File: src/hdl/ex_pkg.sv
// Execute stage package: widths, ALU and multiplier operators, op classes, tag modes
package ex_pkg;

  ////////////////////////////////////////////////////////////////////////////
  // Widths
  ////////////////////////////////////////////////////////////////////////////

  // Data path
  localparam int unsigned XLEN       = 32;
  // Register file address, 64 entries
  localparam int unsigned REG_ADDR_W = 6;
  // One tag mode field
  localparam int unsigned PROP_W     = 2;
  // One PROP_W field per operation class
  localparam int unsigned TPCR_W     = 8;
  // Multiplier step counter, must hold XLEN
  localparam int unsigned MULT_CNT_W = 6;

  // Bound on shift-add steps
  localparam logic [MULT_CNT_W-1:0] MULT_MAX_STEPS = MULT_CNT_W'(XLEN);

  ////////////////////////////////////////////////////////////////////////////
  // Operator codes
  ////////////////////////////////////////////////////////////////////////////

  typedef enum logic [3:0] {
    ALU_ADD = 4'd0,
    ALU_SUB = 4'd1,
    ALU_AND = 4'd2,
    ALU_OR  = 4'd3,
    ALU_XOR = 4'd4,
    ALU_SLL = 4'd5,
    ALU_SRL = 4'd6,
    ALU_SRA = 4'd7,
    // Compares, also the branch decision
    ALU_EQ  = 4'd8,
    ALU_NE  = 4'd9,
    ALU_LTS = 4'd10,
    ALU_LTU = 4'd11
  } alu_op_e;

  // Low or high word of the unsigned product
  typedef enum logic {
    MUL_LO = 1'b0,
    MUL_HU = 1'b1
  } mult_op_e;

  ////////////////////////////////////////////////////////////////////////////
  // Tag propagation
  ////////////////////////////////////////////////////////////////////////////

  // Index into the TPCR fields
  typedef enum logic [1:0] {
    OPC_ALU  = 2'd0,
    OPC_MULT = 2'd1,
    OPC_CSR  = 2'd2,
    OPC_LOAD = 2'd3
  } opclass_e;

  typedef enum logic [PROP_W-1:0] {
    PROP_CLEAR = 2'd0,
    PROP_OR    = 2'd1,
    PROP_AND   = 2'd2,
    PROP_A     = 2'd3
  } prop_mode_e;

endpackage
File: src/hdl/ex_stage.sv
// Execute stage top: ALU, multiplier, tag propagation and writeback control
`timescale 1ns/1ps

module ex_stage (
  input  logic                          clk,
  input  logic                          rst_n,
  // ALU
  input  logic                          alu_en_i,
  input  ex_pkg::alu_op_e               alu_operator_i,
  input  logic [ex_pkg::XLEN-1:0]       alu_operand_a_i,
  input  logic [ex_pkg::XLEN-1:0]       alu_operand_b_i,
  input  logic [ex_pkg::XLEN-1:0]       alu_operand_c_i,
  // Multiplier
  input  logic                          mult_en_i,
  input  ex_pkg::mult_op_e              mult_operator_i,
  input  logic [ex_pkg::XLEN-1:0]       mult_operand_a_i,
  input  logic [ex_pkg::XLEN-1:0]       mult_operand_b_i,
  // CSR read data
  input  logic                          csr_access_i,
  input  logic [ex_pkg::XLEN-1:0]       csr_rdata_i,
  // Tags
  input  ex_pkg::opclass_e              opclass_i,
  input  logic                          operand_a_tag_i,
  input  logic                          operand_b_tag_i,
  input  logic [ex_pkg::TPCR_W-1:0]     tpcr_i,
  // Register file targets
  input  logic                          regfile_alu_we_i,
  input  logic [ex_pkg::REG_ADDR_W-1:0] regfile_alu_waddr_i,
  input  logic                          regfile_we_i,
  input  logic [ex_pkg::REG_ADDR_W-1:0] regfile_waddr_i,
  // LSU
  input  logic                          lsu_en_i,
  input  logic                          lsu_ready_ex_i,
  input  logic                          lsu_err_i,
  input  logic [ex_pkg::XLEN-1:0]       lsu_rdata_i,
  input  logic                          lsu_rtag_i,
  input  logic                          branch_in_ex_i,
  input  logic                          wb_ready_i,
  // Forwarding port
  output logic                          regfile_alu_we_fw_o,
  output logic [ex_pkg::REG_ADDR_W-1:0] regfile_alu_waddr_fw_o,
  output logic [ex_pkg::XLEN-1:0]       regfile_alu_wdata_fw_o,
  output logic                          regfile_alu_wtag_fw_o,
  // Load port
  output logic                          regfile_we_wb_o,
  output logic [ex_pkg::REG_ADDR_W-1:0] regfile_waddr_wb_o,
  output logic [ex_pkg::XLEN-1:0]       regfile_wdata_wb_o,
  output logic                          regfile_wtag_wb_o,
  // To IF
  output logic [ex_pkg::XLEN-1:0]       jump_target_o,
  output logic                          branch_decision_o,
  output logic                          ex_ready_o,
  output logic                          ex_valid_o
);

  logic [ex_pkg::XLEN-1:0] alu_result;
  logic [ex_pkg::XLEN-1:0] mult_result;
  logic                    mult_ready;
  logic                    alu_tag;
  logic                    lsu_tag;

  // Jump target computed in ID
  assign jump_target_o = alu_operand_c_i;

  ex_alu i_alu (
    .operator_i   (alu_operator_i),
    .operand_a_i  (alu_operand_a_i),
    .operand_b_i  (alu_operand_b_i),
    .result_o     (alu_result),
    .cmp_result_o (branch_decision_o)
  );

  // Stage ready releases a finished product
  ex_mult i_mult (
    .clk        (clk),
    .rst_n      (rst_n),
    .enable_i   (mult_en_i),
    .operator_i (mult_operator_i),
    .op_a_i     (mult_operand_a_i),
    .op_b_i     (mult_operand_b_i),
    .ex_ready_i (ex_ready_o),
    .result_o   (mult_result),
    .ready_o    (mult_ready)
  );

  ////////////////////////////////////////////////////////////////////////////
  // Tag units
  ////////////////////////////////////////////////////////////////////////////

  ex_tag_prop i_tag_alu (
    .opclass_i (opclass_i),
    .tag_a_i   (operand_a_tag_i),
    .tag_b_i   (operand_b_tag_i),
    .tpcr_i    (tpcr_i),
    .tag_o     (alu_tag)
  );

  // Load data has a single source tag
  ex_tag_prop i_tag_lsu (
    .opclass_i (ex_pkg::OPC_LOAD),
    .tag_a_i   (lsu_rtag_i),
    .tag_b_i   (1'b0),
    .tpcr_i    (tpcr_i),
    .tag_o     (lsu_tag)
  );

  ex_wb_ctrl i_wb_ctrl (
    .clk                    (clk),
    .rst_n                  (rst_n),
    .alu_en_i               (alu_en_i),
    .mult_en_i              (mult_en_i),
    .csr_access_i           (csr_access_i),
    .lsu_en_i               (lsu_en_i),
    .alu_result_i           (alu_result),
    .mult_result_i          (mult_result),
    .csr_rdata_i            (csr_rdata_i),
    .alu_tag_i              (alu_tag),
    .regfile_alu_we_i       (regfile_alu_we_i),
    .regfile_alu_waddr_i    (regfile_alu_waddr_i),
    .regfile_we_i           (regfile_we_i),
    .regfile_waddr_i        (regfile_waddr_i),
    .lsu_rdata_i            (lsu_rdata_i),
    .lsu_tag_i              (lsu_tag),
    .lsu_ready_ex_i         (lsu_ready_ex_i),
    .lsu_err_i              (lsu_err_i),
    .mult_ready_i           (mult_ready),
    .wb_ready_i             (wb_ready_i),
    .branch_in_ex_i         (branch_in_ex_i),
    .regfile_alu_we_fw_o    (regfile_alu_we_fw_o),
    .regfile_alu_waddr_fw_o (regfile_alu_waddr_fw_o),
    .regfile_alu_wdata_fw_o (regfile_alu_wdata_fw_o),
    .regfile_alu_wtag_fw_o  (regfile_alu_wtag_fw_o),
    .regfile_we_wb_o        (regfile_we_wb_o),
    .regfile_waddr_wb_o     (regfile_waddr_wb_o),
    .regfile_wdata_wb_o     (regfile_wdata_wb_o),
    .regfile_wtag_wb_o      (regfile_wtag_wb_o),
    .ex_ready_o             (ex_ready_o),
    .ex_valid_o             (ex_valid_o)
  );

endmodule

File: src/hdl/ex_wb_ctrl.sv
// Write-port muxes, EX/WB pipeline register and EX stage ready/valid logic
`timescale 1ns/1ps

module ex_wb_ctrl (
  input  logic                          clk,
  input  logic                          rst_n,
  input  logic                          alu_en_i,
  input  logic                          mult_en_i,
  input  logic                          csr_access_i,
  input  logic                          lsu_en_i,
  input  logic [ex_pkg::XLEN-1:0]       alu_result_i,
  input  logic [ex_pkg::XLEN-1:0]       mult_result_i,
  input  logic [ex_pkg::XLEN-1:0]       csr_rdata_i,
  input  logic                          alu_tag_i,
  input  logic                          regfile_alu_we_i,
  input  logic [ex_pkg::REG_ADDR_W-1:0] regfile_alu_waddr_i,
  input  logic                          regfile_we_i,
  input  logic [ex_pkg::REG_ADDR_W-1:0] regfile_waddr_i,
  input  logic [ex_pkg::XLEN-1:0]       lsu_rdata_i,
  input  logic                          lsu_tag_i,
  input  logic                          lsu_ready_ex_i,
  input  logic                          lsu_err_i,
  input  logic                          mult_ready_i,
  input  logic                          wb_ready_i,
  input  logic                          branch_in_ex_i,
  output logic                          regfile_alu_we_fw_o,
  output logic [ex_pkg::REG_ADDR_W-1:0] regfile_alu_waddr_fw_o,
  output logic [ex_pkg::XLEN-1:0]       regfile_alu_wdata_fw_o,
  output logic                          regfile_alu_wtag_fw_o,
  output logic                          regfile_we_wb_o,
  output logic [ex_pkg::REG_ADDR_W-1:0] regfile_waddr_wb_o,
  output logic [ex_pkg::XLEN-1:0]       regfile_wdata_wb_o,
  output logic                          regfile_wtag_wb_o,
  output logic                          ex_ready_o,
  output logic                          ex_valid_o
);

  // EX/WB register
  logic                          we_lsu_q;
  logic [ex_pkg::REG_ADDR_W-1:0] waddr_lsu_q;
  logic                          we_lsu_nxt;
  // All units able to finish this cycle
  logic                          units_ready;

  ////////////////////////////////////////////////////////////////////////////
  // Forwarding port
  ////////////////////////////////////////////////////////////////////////////

  assign regfile_alu_we_fw_o    = regfile_alu_we_i;
  assign regfile_alu_waddr_fw_o = regfile_alu_waddr_i;
  assign regfile_alu_wtag_fw_o  = alu_tag_i;

  // CSR wins over mult, mult over ALU
  always_comb begin
    regfile_alu_wdata_fw_o = '0;
    if (csr_access_i) begin
      regfile_alu_wdata_fw_o = csr_rdata_i;
    end else if (mult_en_i) begin
      regfile_alu_wdata_fw_o = mult_result_i;
    end else if (alu_en_i) begin
      regfile_alu_wdata_fw_o = alu_result_i;
    end
  end

  ////////////////////////////////////////////////////////////////////////////
  // Load port and EX/WB register
  ////////////////////////////////////////////////////////////////////////////

  // Faulting loads never write
  assign we_lsu_nxt = regfile_we_i & ~lsu_err_i;

  always_ff @(posedge clk or negedge rst_n) begin
    if (!rst_n) begin
      we_lsu_q <= 1'b0;
    end else if (ex_valid_o) begin
      we_lsu_q <= we_lsu_nxt;
    end else if (wb_ready_i) begin
      // Bubble into WB
      we_lsu_q <= 1'b0;
    end
  end

  // Address kept only for real writes
  always_ff @(posedge clk) begin
    if (ex_valid_o & we_lsu_nxt) begin
      waddr_lsu_q <= regfile_waddr_i;
    end
  end

  assign regfile_we_wb_o    = we_lsu_q;
  assign regfile_waddr_wb_o = waddr_lsu_q;
  assign regfile_wdata_wb_o = lsu_rdata_i;
  assign regfile_wtag_wb_o  = lsu_tag_i;

  ////////////////////////////////////////////////////////////////////////////
  // Stage handshake
  ////////////////////////////////////////////////////////////////////////////

  assign units_ready = mult_ready_i & lsu_ready_ex_i & wb_ready_i;
  // Branches complete without WB
  assign ex_ready_o  = units_ready | branch_in_ex_i;
  assign ex_valid_o  = (alu_en_i | mult_en_i | csr_access_i | lsu_en_i) & units_ready;

endmodule

File: src/hdl/ex_tag_prop.sv
// Taint tag propagation: per-class mode from the TPCR applied to two operand tags
`timescale 1ns/1ps

module ex_tag_prop (
  input  ex_pkg::opclass_e          opclass_i,
  input  logic                      tag_a_i,
  input  logic                      tag_b_i,
  input  logic [ex_pkg::TPCR_W-1:0] tpcr_i,
  output logic                      tag_o
);

  // Field for this op class
  logic [ex_pkg::PROP_W-1:0] mode_bits;
  ex_pkg::prop_mode_e        mode;

  ////////////////////////////////////////////////////////////////////////////
  // Mode select
  ////////////////////////////////////////////////////////////////////////////

  // Field i sits at bits [2i+1:2i]
  assign mode_bits = tpcr_i[int'(opclass_i)*ex_pkg::PROP_W +: ex_pkg::PROP_W];
  assign mode      = ex_pkg::prop_mode_e'(mode_bits);

  ////////////////////////////////////////////////////////////////////////////
  // Tag combine
  ////////////////////////////////////////////////////////////////////////////

  always_comb begin
    case (mode)
      // Result never tainted
      ex_pkg::PROP_CLEAR: tag_o = 1'b0;
      // Tainted if either source is
      ex_pkg::PROP_OR:    tag_o = tag_a_i | tag_b_i;
      // Both sources must be tainted
      ex_pkg::PROP_AND:   tag_o = tag_a_i & tag_b_i;
      // Follows operand a only
      ex_pkg::PROP_A:     tag_o = tag_a_i;
      default:            tag_o = 1'b0;
    endcase
  end

endmodule

File: src/hdl/ex_mult.sv
// Iterative shift-add multiplier, unsigned, variable latency with ready output
`timescale 1ns/1ps

module ex_mult (
  input  logic                    clk,
  input  logic                    rst_n,
  input  logic                    enable_i,
  input  ex_pkg::mult_op_e        operator_i,
  input  logic [ex_pkg::XLEN-1:0] op_a_i,
  input  logic [ex_pkg::XLEN-1:0] op_b_i,
  input  logic                    ex_ready_i,
  output logic [ex_pkg::XLEN-1:0] result_o,
  output logic                    ready_o
);

  // Control state
  logic busy_q;
  logic done_q;
  logic start;
  logic last_step;

  // Datapath registers
  logic [2*ex_pkg::XLEN-1:0]   acc_q, mcand_q;
  logic [ex_pkg::XLEN-1:0]     mplier_q;
  logic [ex_pkg::MULT_CNT_W-1:0] cnt_q;

  // Step inputs and outputs
  logic [2*ex_pkg::XLEN-1:0]   step_acc, step_mcand;
  logic [ex_pkg::XLEN-1:0]     step_mplier;
  logic [ex_pkg::MULT_CNT_W-1:0] step_cnt;
  logic [2*ex_pkg::XLEN-1:0]   acc_nxt, mcand_nxt;
  logic [ex_pkg::XLEN-1:0]     mplier_nxt;
  logic [ex_pkg::MULT_CNT_W-1:0] cnt_nxt;

  // New op only from idle
  assign start   = enable_i & ~busy_q & ~done_q;
  // Drops in the start cycle already
  assign ready_o = ~(start | busy_q);

  // First step runs straight from the operands
  assign step_acc    = start ? '0 : acc_q;
  assign step_mcand  = start ? {{ex_pkg::XLEN{1'b0}}, op_a_i} : mcand_q;
  assign step_mplier = start ? op_b_i : mplier_q;
  assign step_cnt    = start ? '0 : cnt_q;

  ////////////////////////////////////////////////////////////////////////////
  // One shift-add step
  ////////////////////////////////////////////////////////////////////////////

  assign acc_nxt    = step_mplier[0] ? step_acc + step_mcand : step_acc;
  assign mcand_nxt  = step_mcand << 1;
  assign mplier_nxt = step_mplier >> 1;
  assign cnt_nxt    = step_cnt + 1'b1;
  // Stop when no set bits are left
  assign last_step  = (mplier_nxt == '0) | (cnt_nxt == ex_pkg::MULT_MAX_STEPS);

  always_ff @(posedge clk or negedge rst_n) begin
    if (!rst_n) begin
      busy_q <= 1'b0;
      done_q <= 1'b0;
    end else if (start | busy_q) begin
      busy_q <= ~last_step;
      done_q <= last_step;
    end else if (done_q & ex_ready_i) begin
      // Result consumed, back to idle
      done_q <= 1'b0;
    end
  end

  // Payload, advances only while running
  always_ff @(posedge clk) begin
    if (start | busy_q) begin
      acc_q    <= acc_nxt;
      mcand_q  <= mcand_nxt;
      mplier_q <= mplier_nxt;
      cnt_q    <= cnt_nxt;
    end
  end

  // Word select
  assign result_o = (operator_i == ex_pkg::MUL_HU) ? acc_q[2*ex_pkg::XLEN-1:ex_pkg::XLEN]
                                                   : acc_q[ex_pkg::XLEN-1:0];

endmodule

File: src/hdl/ex_alu.sv
// Single-cycle ALU: add, sub, logic, shifts and compares with branch result
`timescale 1ns/1ps

module ex_alu (
  input  ex_pkg::alu_op_e             operator_i,
  input  logic [ex_pkg::XLEN-1:0]     operand_a_i,
  input  logic [ex_pkg::XLEN-1:0]     operand_b_i,
  output logic [ex_pkg::XLEN-1:0]     result_o,
  output logic                        cmp_result_o
);

  // Shift amount from the low bits of b
  logic [4:0]              shamt;
  logic [ex_pkg::XLEN-1:0] sra_result;
  logic                    lt_signed;
  logic                    lt_unsigned;

  assign shamt       = operand_b_i[4:0];
  // Arithmetic shift keeps the sign of a
  assign sra_result  = $unsigned($signed(operand_a_i) >>> shamt);
  assign lt_signed   = $signed(operand_a_i) < $signed(operand_b_i);
  assign lt_unsigned = operand_a_i < operand_b_i;

  ////////////////////////////////////////////////////////////////////////////
  // Compare decision
  ////////////////////////////////////////////////////////////////////////////

  always_comb begin
    case (operator_i)
      ex_pkg::ALU_EQ:  cmp_result_o = (operand_a_i == operand_b_i);
      ex_pkg::ALU_NE:  cmp_result_o = (operand_a_i != operand_b_i);
      ex_pkg::ALU_LTS: cmp_result_o = lt_signed;
      ex_pkg::ALU_LTU: cmp_result_o = lt_unsigned;
      // No branch taken on arithmetic ops
      default:         cmp_result_o = 1'b0;
    endcase
  end

  ////////////////////////////////////////////////////////////////////////////
  // Result mux
  ////////////////////////////////////////////////////////////////////////////

  always_comb begin
    case (operator_i)
      ex_pkg::ALU_ADD: result_o = operand_a_i + operand_b_i;
      ex_pkg::ALU_SUB: result_o = operand_a_i - operand_b_i;
      ex_pkg::ALU_AND: result_o = operand_a_i & operand_b_i;
      ex_pkg::ALU_OR:  result_o = operand_a_i | operand_b_i;
      ex_pkg::ALU_XOR: result_o = operand_a_i ^ operand_b_i;
      ex_pkg::ALU_SLL: result_o = operand_a_i << shamt;
      ex_pkg::ALU_SRL: result_o = operand_a_i >> shamt;
      ex_pkg::ALU_SRA: result_o = sra_result;
      // Compares give 0 or 1 in bit 0
      ex_pkg::ALU_EQ,
      ex_pkg::ALU_NE,
      ex_pkg::ALU_LTS,
      ex_pkg::ALU_LTU: result_o = {{(ex_pkg::XLEN-1){1'b0}}, cmp_result_o};
      default:         result_o = '0;
    endcase
  end

endmodule

File: config.mk
export PLATFORM = sky130hd
export DESIGN_NAME = ex_stage
export DESIGN_NICKNAME = d
export VERILOG_FILES = /design/src/hdl/ex_pkg.sv /design/src/hdl/ex_stage.sv /design/src/hdl/ex_wb_ctrl.sv /design/src/hdl/ex_tag_prop.sv /design/src/hdl/ex_mult.sv /design/src/hdl/ex_alu.sv
export SDC_FILE = /design/constraint.sdc
export NUM_CORES = 1
export LEC_CHECK = 0
export BUFFER_PORTS_ARGS = -buffer_cell sky130_fd_sc_hd__buf_4
export CORE_ASPECT_RATIO = 1.25
export CORE_MARGIN = 1.5
export CORE_UTILIZATION = 45
export CTS_BUF_LIST = sky130_fd_sc_hd__clkbuf_4 sky130_fd_sc_hd__clkbuf_8
export CTS_CLUSTER_SIZE = 24
export DETAILED_ROUTE_END_ITERATION = 8
export PLACE_DENSITY_LB_ADDON = 0.2
export RECOVER_POWER = 50
export SYNTH_ARGS = -nofsm -noshare
export SYNTH_HDL_FRONTEND = slang
export SYNTH_SLANG_ARGS = --single-unit
export TNS_END_PERCENT = 5
File: constraint.sdc
create_clock -name clk -period 25.9 [get_ports clk]
set_input_delay 7.77 -clock clk [delete_from_list [all_inputs] [get_ports clk]]
set_output_delay 7.77 -clock clk [all_outputs]
set_load 0.02 [all_outputs]
==> results.sh <==
export IMPL_clock_transition_at_the_registers_of_the_reported_paths_ns=0.11
export IMPL_detail_route_drc_violations=0
export IMPL_r2r_worst_path_cells=16
export IMPL_yosysUniqueCellTypes=88
export IMPL_yosysSeqAreaShare_pct=24.8
export IMPL_design_final_nets=3117
export IMPL_dpl_hpwl_um=68400
export IMPL_place_area_um2=22400
export IMPL_pin_count_of_the_biggest_net_entering_global_routing=89
export IMPL_design_die_area_um2=47700
export IMPL_route_vias_total=20900
export IMPL_number_of_global_route_vias_before_repair=20100
export IMPL_synthesis_area_um2=20900
export IMPL_cts_inserted_buffers=17
export IMPL_die_height_um=244
export IMPL_worst_r2r_setup_slack_ns=15.86
export IMPL_primary_flip_flop_cell_chosen_by_synthesis_mapping="sky130_fd_sc_hd__edfxtp_1"
export IMPL_antenna_violations_before_repair=1
export IMPL_final_wtd_congestion=1.05
export IMPL_dp_cells=3254
export IMPL_routed_via_density=6.37
export IMPL_io_port_bufs=238
export IMPL_finish_utilization_pct=49.6
export IMPL_worst_setup_path_end_kind="primary output"
export IMPL_r2r_end="i_mult.acc_q[62]"
export IMPL_cts_setup_buffers=0
export IMPL_global_route_overflow_total=0
export IMPL_clock_fmax_ghz=0.0498
export IMPL_timing_critical_path_slowest_stage_cell="sky130_fd_sc_hd__nor4_1"
export IMPL_clock_latency_ns=0.50
export IMPL_failed_checks="capacitance limit, slew limit"
export IMPL_worst_path_dominant_cell_family="compound AO/OA/AOI/OAI gates"
export IMPL_multi_input_comb_area_um2=14000
export IMPL_drtIter0Drc=1871
export IMPL_async_flop_share_pct=1.73
export IMPL_routed_wirelength_um=88100
export IMPL_vdd_ir_drop_worst_mv=0.0445
export IMPL_cts_hold_buffers_added=0
export IMPL_slew_violations=424
export IMPL_ctsRootBufferMaster="sky130_fd_sc_hd__clkbuf_8"
export IMPL_worstPathCellList="buf_4 -> clkinv_1 -> buf_4 -> ha_1 -> a211oi_1 -> o21ai_0 -> a41o_1 -> nor4_1 -> o31ai_1 -> a21oi_1 -> nor2_1 -> o31ai_1 -> xor2_1 -> o21ai_0 -> buf_4"
export IMPL_postRouteAntennaNets=0
export IMPL_critical_path_fanout_max=57
export IMPL_layoutNonFillerInstCount=3287
export IMPL_drv_cap=7
export IMPL_grt_use_total_pct=36.1
export IMPL_syn_avg_cell_area_um2=7.87
export IMPL_power_leakage_nw=9.89
export IMPL_postLayoutCellArea_um2=22800
export IMPL_synth_seq_cells=173
export IMPL_powerDensity_nw_per_um2=93.7
export IMPL_clockBufferDepth=2
export IMPL_dieWidth_um=196
export IMPL_cts_sinks=173
export IMPL_holdPathStages=1
export IMPL_post_synth_edffs=170
export IMPL_finalHoldWorstSlack_ns=0.499
export IMPL_floorplan_core_area_um2=45900
export IMPL_worst_path_largest_cell_delay_ns=0.61
export IMPL_post_cts_resize_count=0
export IMPL_flow_area_growth_from_synthesis_pct=9.17
export IMPL_timing_final_crit_period_ns=20.06
export IMPL_mostFrequentLayoutCell="sky130_fd_sc_hd__nand2_1"
export IMPL_grt_setup_unrepaired="no"
export IMPL_setup_tns_ns=0
export IMPL_worst_ep_required_time_ns=18.13
export IMPL_routedWlPerCell_um=26.8
export IMPL_timing_critical_path_mode_cell="sky130_fd_sc_hd__buf_4"
export IMPL_cts_tree="yes"
export IMPL_htree_depth=4
export IMPL_min_from="i_wb_ctrl.regfile_we_wb_o"
export IMPL_final_cycle_utilization_of_the_critical_path_pct=77.5
export IMPL_final_fill_count=4596
export IMPL_wire_length_of_the_first_global_routing_pass_um=128000
export IMPL_detail_route_first_pass_iterations=8
export IMPL_cp_data_arrival_time_ns=12.29
export IMPL_register_area_um2=5180
export IMPL_r2r_start="i_mult.done_q"
export IMPL_timing_final_setup_violations=0
export IMPL_hold_path_end="i_wb_ctrl.regfile_we_wb_o"
export IMPL_skew_ns=0.0178
export IMPL_mappedNetlistNets=3081
export IMPL_ys_warnings_count=0
export IMPL_hold_class="flip-flop to flip-flop"
export IMPL_cp_start_kind="input port"
export IMPL_row_count=88
export IMPL_worst_slew_pin_slew_ns=4.37
export IMPL_outcome="complete, but fails checks"
export IMPL_timing_critical_path_buf_inv=4
export IMPL_start_util_pct=45.4
export IMPL_relSlewSlack_pct=-191
export IMPL_mostFrequentLayoutCells="sky130_fd_sc_hd__nand2_1, sky130_fd_sc_hd__buf_4, sky130_fd_sc_hd__a21oi_1"
export IMPL_synthesis_instances=2652
export IMPL_drive_gt1_share_pct=14.3
export IMPL_finalHoldViolCount=0
export IMPL_i_o_pins=381
export IMPL_worst_setup_path_type="input port to primary output"
==> per-stage QoR <==
| stage | setup slack [ns] | total power [W] |
|---|---|---|
| floorplan | 6.46 | 0.00151 |
| global placement | 5.90 | 0.00188 |
| detailed placement | 5.93 | 0.00190 |
| CTS | 5.91 | 0.00212 |
| global route | 5.42 | 0.00228 |
| finish | 5.84 | 0.00213 |
==> worst register-to-register path, stage by stage, from the launching register on <==
cell,delay (ns)
sky130_fd_sc_hd__dfrtp_1,0.34
sky130_fd_sc_hd__inv_1,0.06
sky130_fd_sc_hd__nand2_1,0.08
sky130_fd_sc_hd__or2_0,3.11
sky130_fd_sc_hd__clkbuf_1,2.23
sky130_fd_sc_hd__nand2_1,0.47
sky130_fd_sc_hd__fa_1,0.55
sky130_fd_sc_hd__nand2b_1,0.19
sky130_fd_sc_hd__a21oi_1,0.31
sky130_fd_sc_hd__o21ai_0,0.19
sky130_fd_sc_hd__a211oi_1,0.52
sky130_fd_sc_hd__a211oi_2,0.30
sky130_fd_sc_hd__o31a_1,0.44
sky130_fd_sc_hd__a21oi_1,0.50
sky130_fd_sc_hd__a221oi_1,0.19
sky130_fd_sc_hd__xor2_1,0.19
sky130_fd_sc_hd__o21ai_0,0.11
==> cell usage after synthesis (8+ instances only) <==
| library cell | instances | area share (%) |
|---|---|---|
| sky130_fd_sc_hd__a31oi_1 | 23 | 0.69 |
| sky130_fd_sc_hd__a21oi_1 | 199 | 4.8 |
| sky130_fd_sc_hd__nor4_1 | 23 | 0.69 |
| sky130_fd_sc_hd__o31ai_1 | 24 | 0.86 |
| sky130_fd_sc_hd__buf_2 | 13 | 0.31 |
| sky130_fd_sc_hd__mux2_2 | 36 | 1.9 |
| sky130_fd_sc_hd__o22ai_1 | 12 | 0.36 |
| sky130_fd_sc_hd__and2_1 | 108 | 3.2 |
| sky130_fd_sc_hd__a221oi_1 | 27 | 1.1 |
| sky130_fd_sc_hd__ha_1 | 160 | 9.6 |
| sky130_fd_sc_hd__o211ai_1 | 33 | 1.2 |
| sky130_fd_sc_hd__xnor2_1 | 44 | 1.8 |
| sky130_fd_sc_hd__clkbuf_1 | 152 | 2.7 |
| sky130_fd_sc_hd__edfxtp_1 | 170 | 24 |
| sky130_fd_sc_hd__a22o_1 | 8 | 0.34 |
| sky130_fd_sc_hd__mux4_2 | 34 | 3.7 |
| sky130_fd_sc_hd__nand4_1 | 29 | 0.87 |
| sky130_fd_sc_hd__nor2_1 | 185 | 3.3 |
| sky130_fd_sc_hd__and3_1 | 11 | 0.33 |
| sky130_fd_sc_hd__or3_1 | 12 | 0.36 |
| sky130_fd_sc_hd__a222oi_1 | 10 | 0.48 |
| sky130_fd_sc_hd__or2_2 | 12 | 0.36 |
| sky130_fd_sc_hd__nand3_1 | 44 | 1.1 |
| sky130_fd_sc_hd__xor2_1 | 38 | 1.6 |
| sky130_fd_sc_hd__o221ai_1 | 15 | 0.63 |
| sky130_fd_sc_hd__inv_1 | 135 | 2.4 |
| sky130_fd_sc_hd__mux2i_1 | 72 | 3.5 |
| sky130_fd_sc_hd__a22oi_1 | 23 | 0.83 |
| sky130_fd_sc_hd__buf_4 | 72 | 2.6 |
| sky130_fd_sc_hd__nor2b_1 | 19 | 0.57 |
| sky130_fd_sc_hd__nand2b_1 | 16 | 0.48 |
| sky130_fd_sc_hd__o21bai_1 | 24 | 0.86 |
| sky130_fd_sc_hd__a211o_1 | 8 | 0.34 |
| sky130_fd_sc_hd__a21o_1 | 45 | 1.6 |
| sky130_fd_sc_hd__nand2_1 | 425 | 7.6 |
| sky130_fd_sc_hd__nor3_1 | 45 | 1.1 |
| sky130_fd_sc_hd__o21ai_0 | 192 | 4.6 |
| sky130_fd_sc_hd__a211oi_1 | 26 | 0.94 |
| sky130_fd_sc_hd__o21a_1 | 13 | 0.47 |
==> state kept, by name (all words and copies together), names as in the netlist, named ones only <==
name / flops
i_mult.acc_q: 63
i_mult.mcand_q: 63
i_mult.mplier_q: 31
i_mult.cnt_q: 6
i_wb_ctrl.regfile_waddr_wb_o: 6
i_mult.busy_q: 1
i_mult.done_q: 1
i_wb_ctrl.regfile_we_wb_o: 1
==> how the worst max path moves through the flow <==
stage,slack (ns),cells past startpoint,endpoint,start
after floorplan,6.46,16,regfile_alu_wdata_fw_o[28],alu_operand_b_i[2]
after global placement,5.90,15,regfile_alu_wdata_fw_o[28],alu_operand_b_i[2]
after detailed placement,5.93,15,regfile_alu_wdata_fw_o[28],alu_operand_b_i[2]
after CTS,5.91,15,regfile_alu_wdata_fw_o[28],alu_operand_b_i[2]
after global routing,5.42,15,regfile_alu_wdata_fw_o[28],alu_operand_b_i[2]
final,5.84,15,regfile_alu_wdata_fw_o[28],alu_operand_b_i[2]
==> area by class of cell <==
type | count | share of cell area [%]
clock inverter | 15 | 0.851
sequential | 173 | 22.7
clock buffer | 17 | 1.03
timing repair buffer | 261 | 8.39
multi-input combinational | 2098 | 61.5
antenna | 1 | 0.0110
tap | 585 | 3.21
inverter | 137 | 2.26
==> power by group <==
group          switching (W)  internal (W)
sequential         0.0000890      0.000492
combinational       0.000839      0.000505
clock               0.000124     0.0000837
total                0.00105       0.00108
==> per-layer routing <==
metal	vias up	track usage, %	wire length, um
met2	992	61.3	42300
met4	0	26.3	7280
met1	10100	41.5	32900
met5	-	0	0
met3	239	4.89	5590
li1	9619	-	-
==> kinds of logic after synthesis <==
kind of cell | Yosys count | share of synthesized area [%]
muxes | 142 | 9.07
xor gates and xnor gates | 82 | 3.44
other | 1 | 0.0180
and+or+nand+nor | 947 | 20.7
buffers and inverters | 381 | 8.26
adders and majority gates | 163 | 9.88
AOI/OAI and AO/OA | 763 | 23.8
DFF | 173 | 24.8
Power figures use the tool's default switching activity.
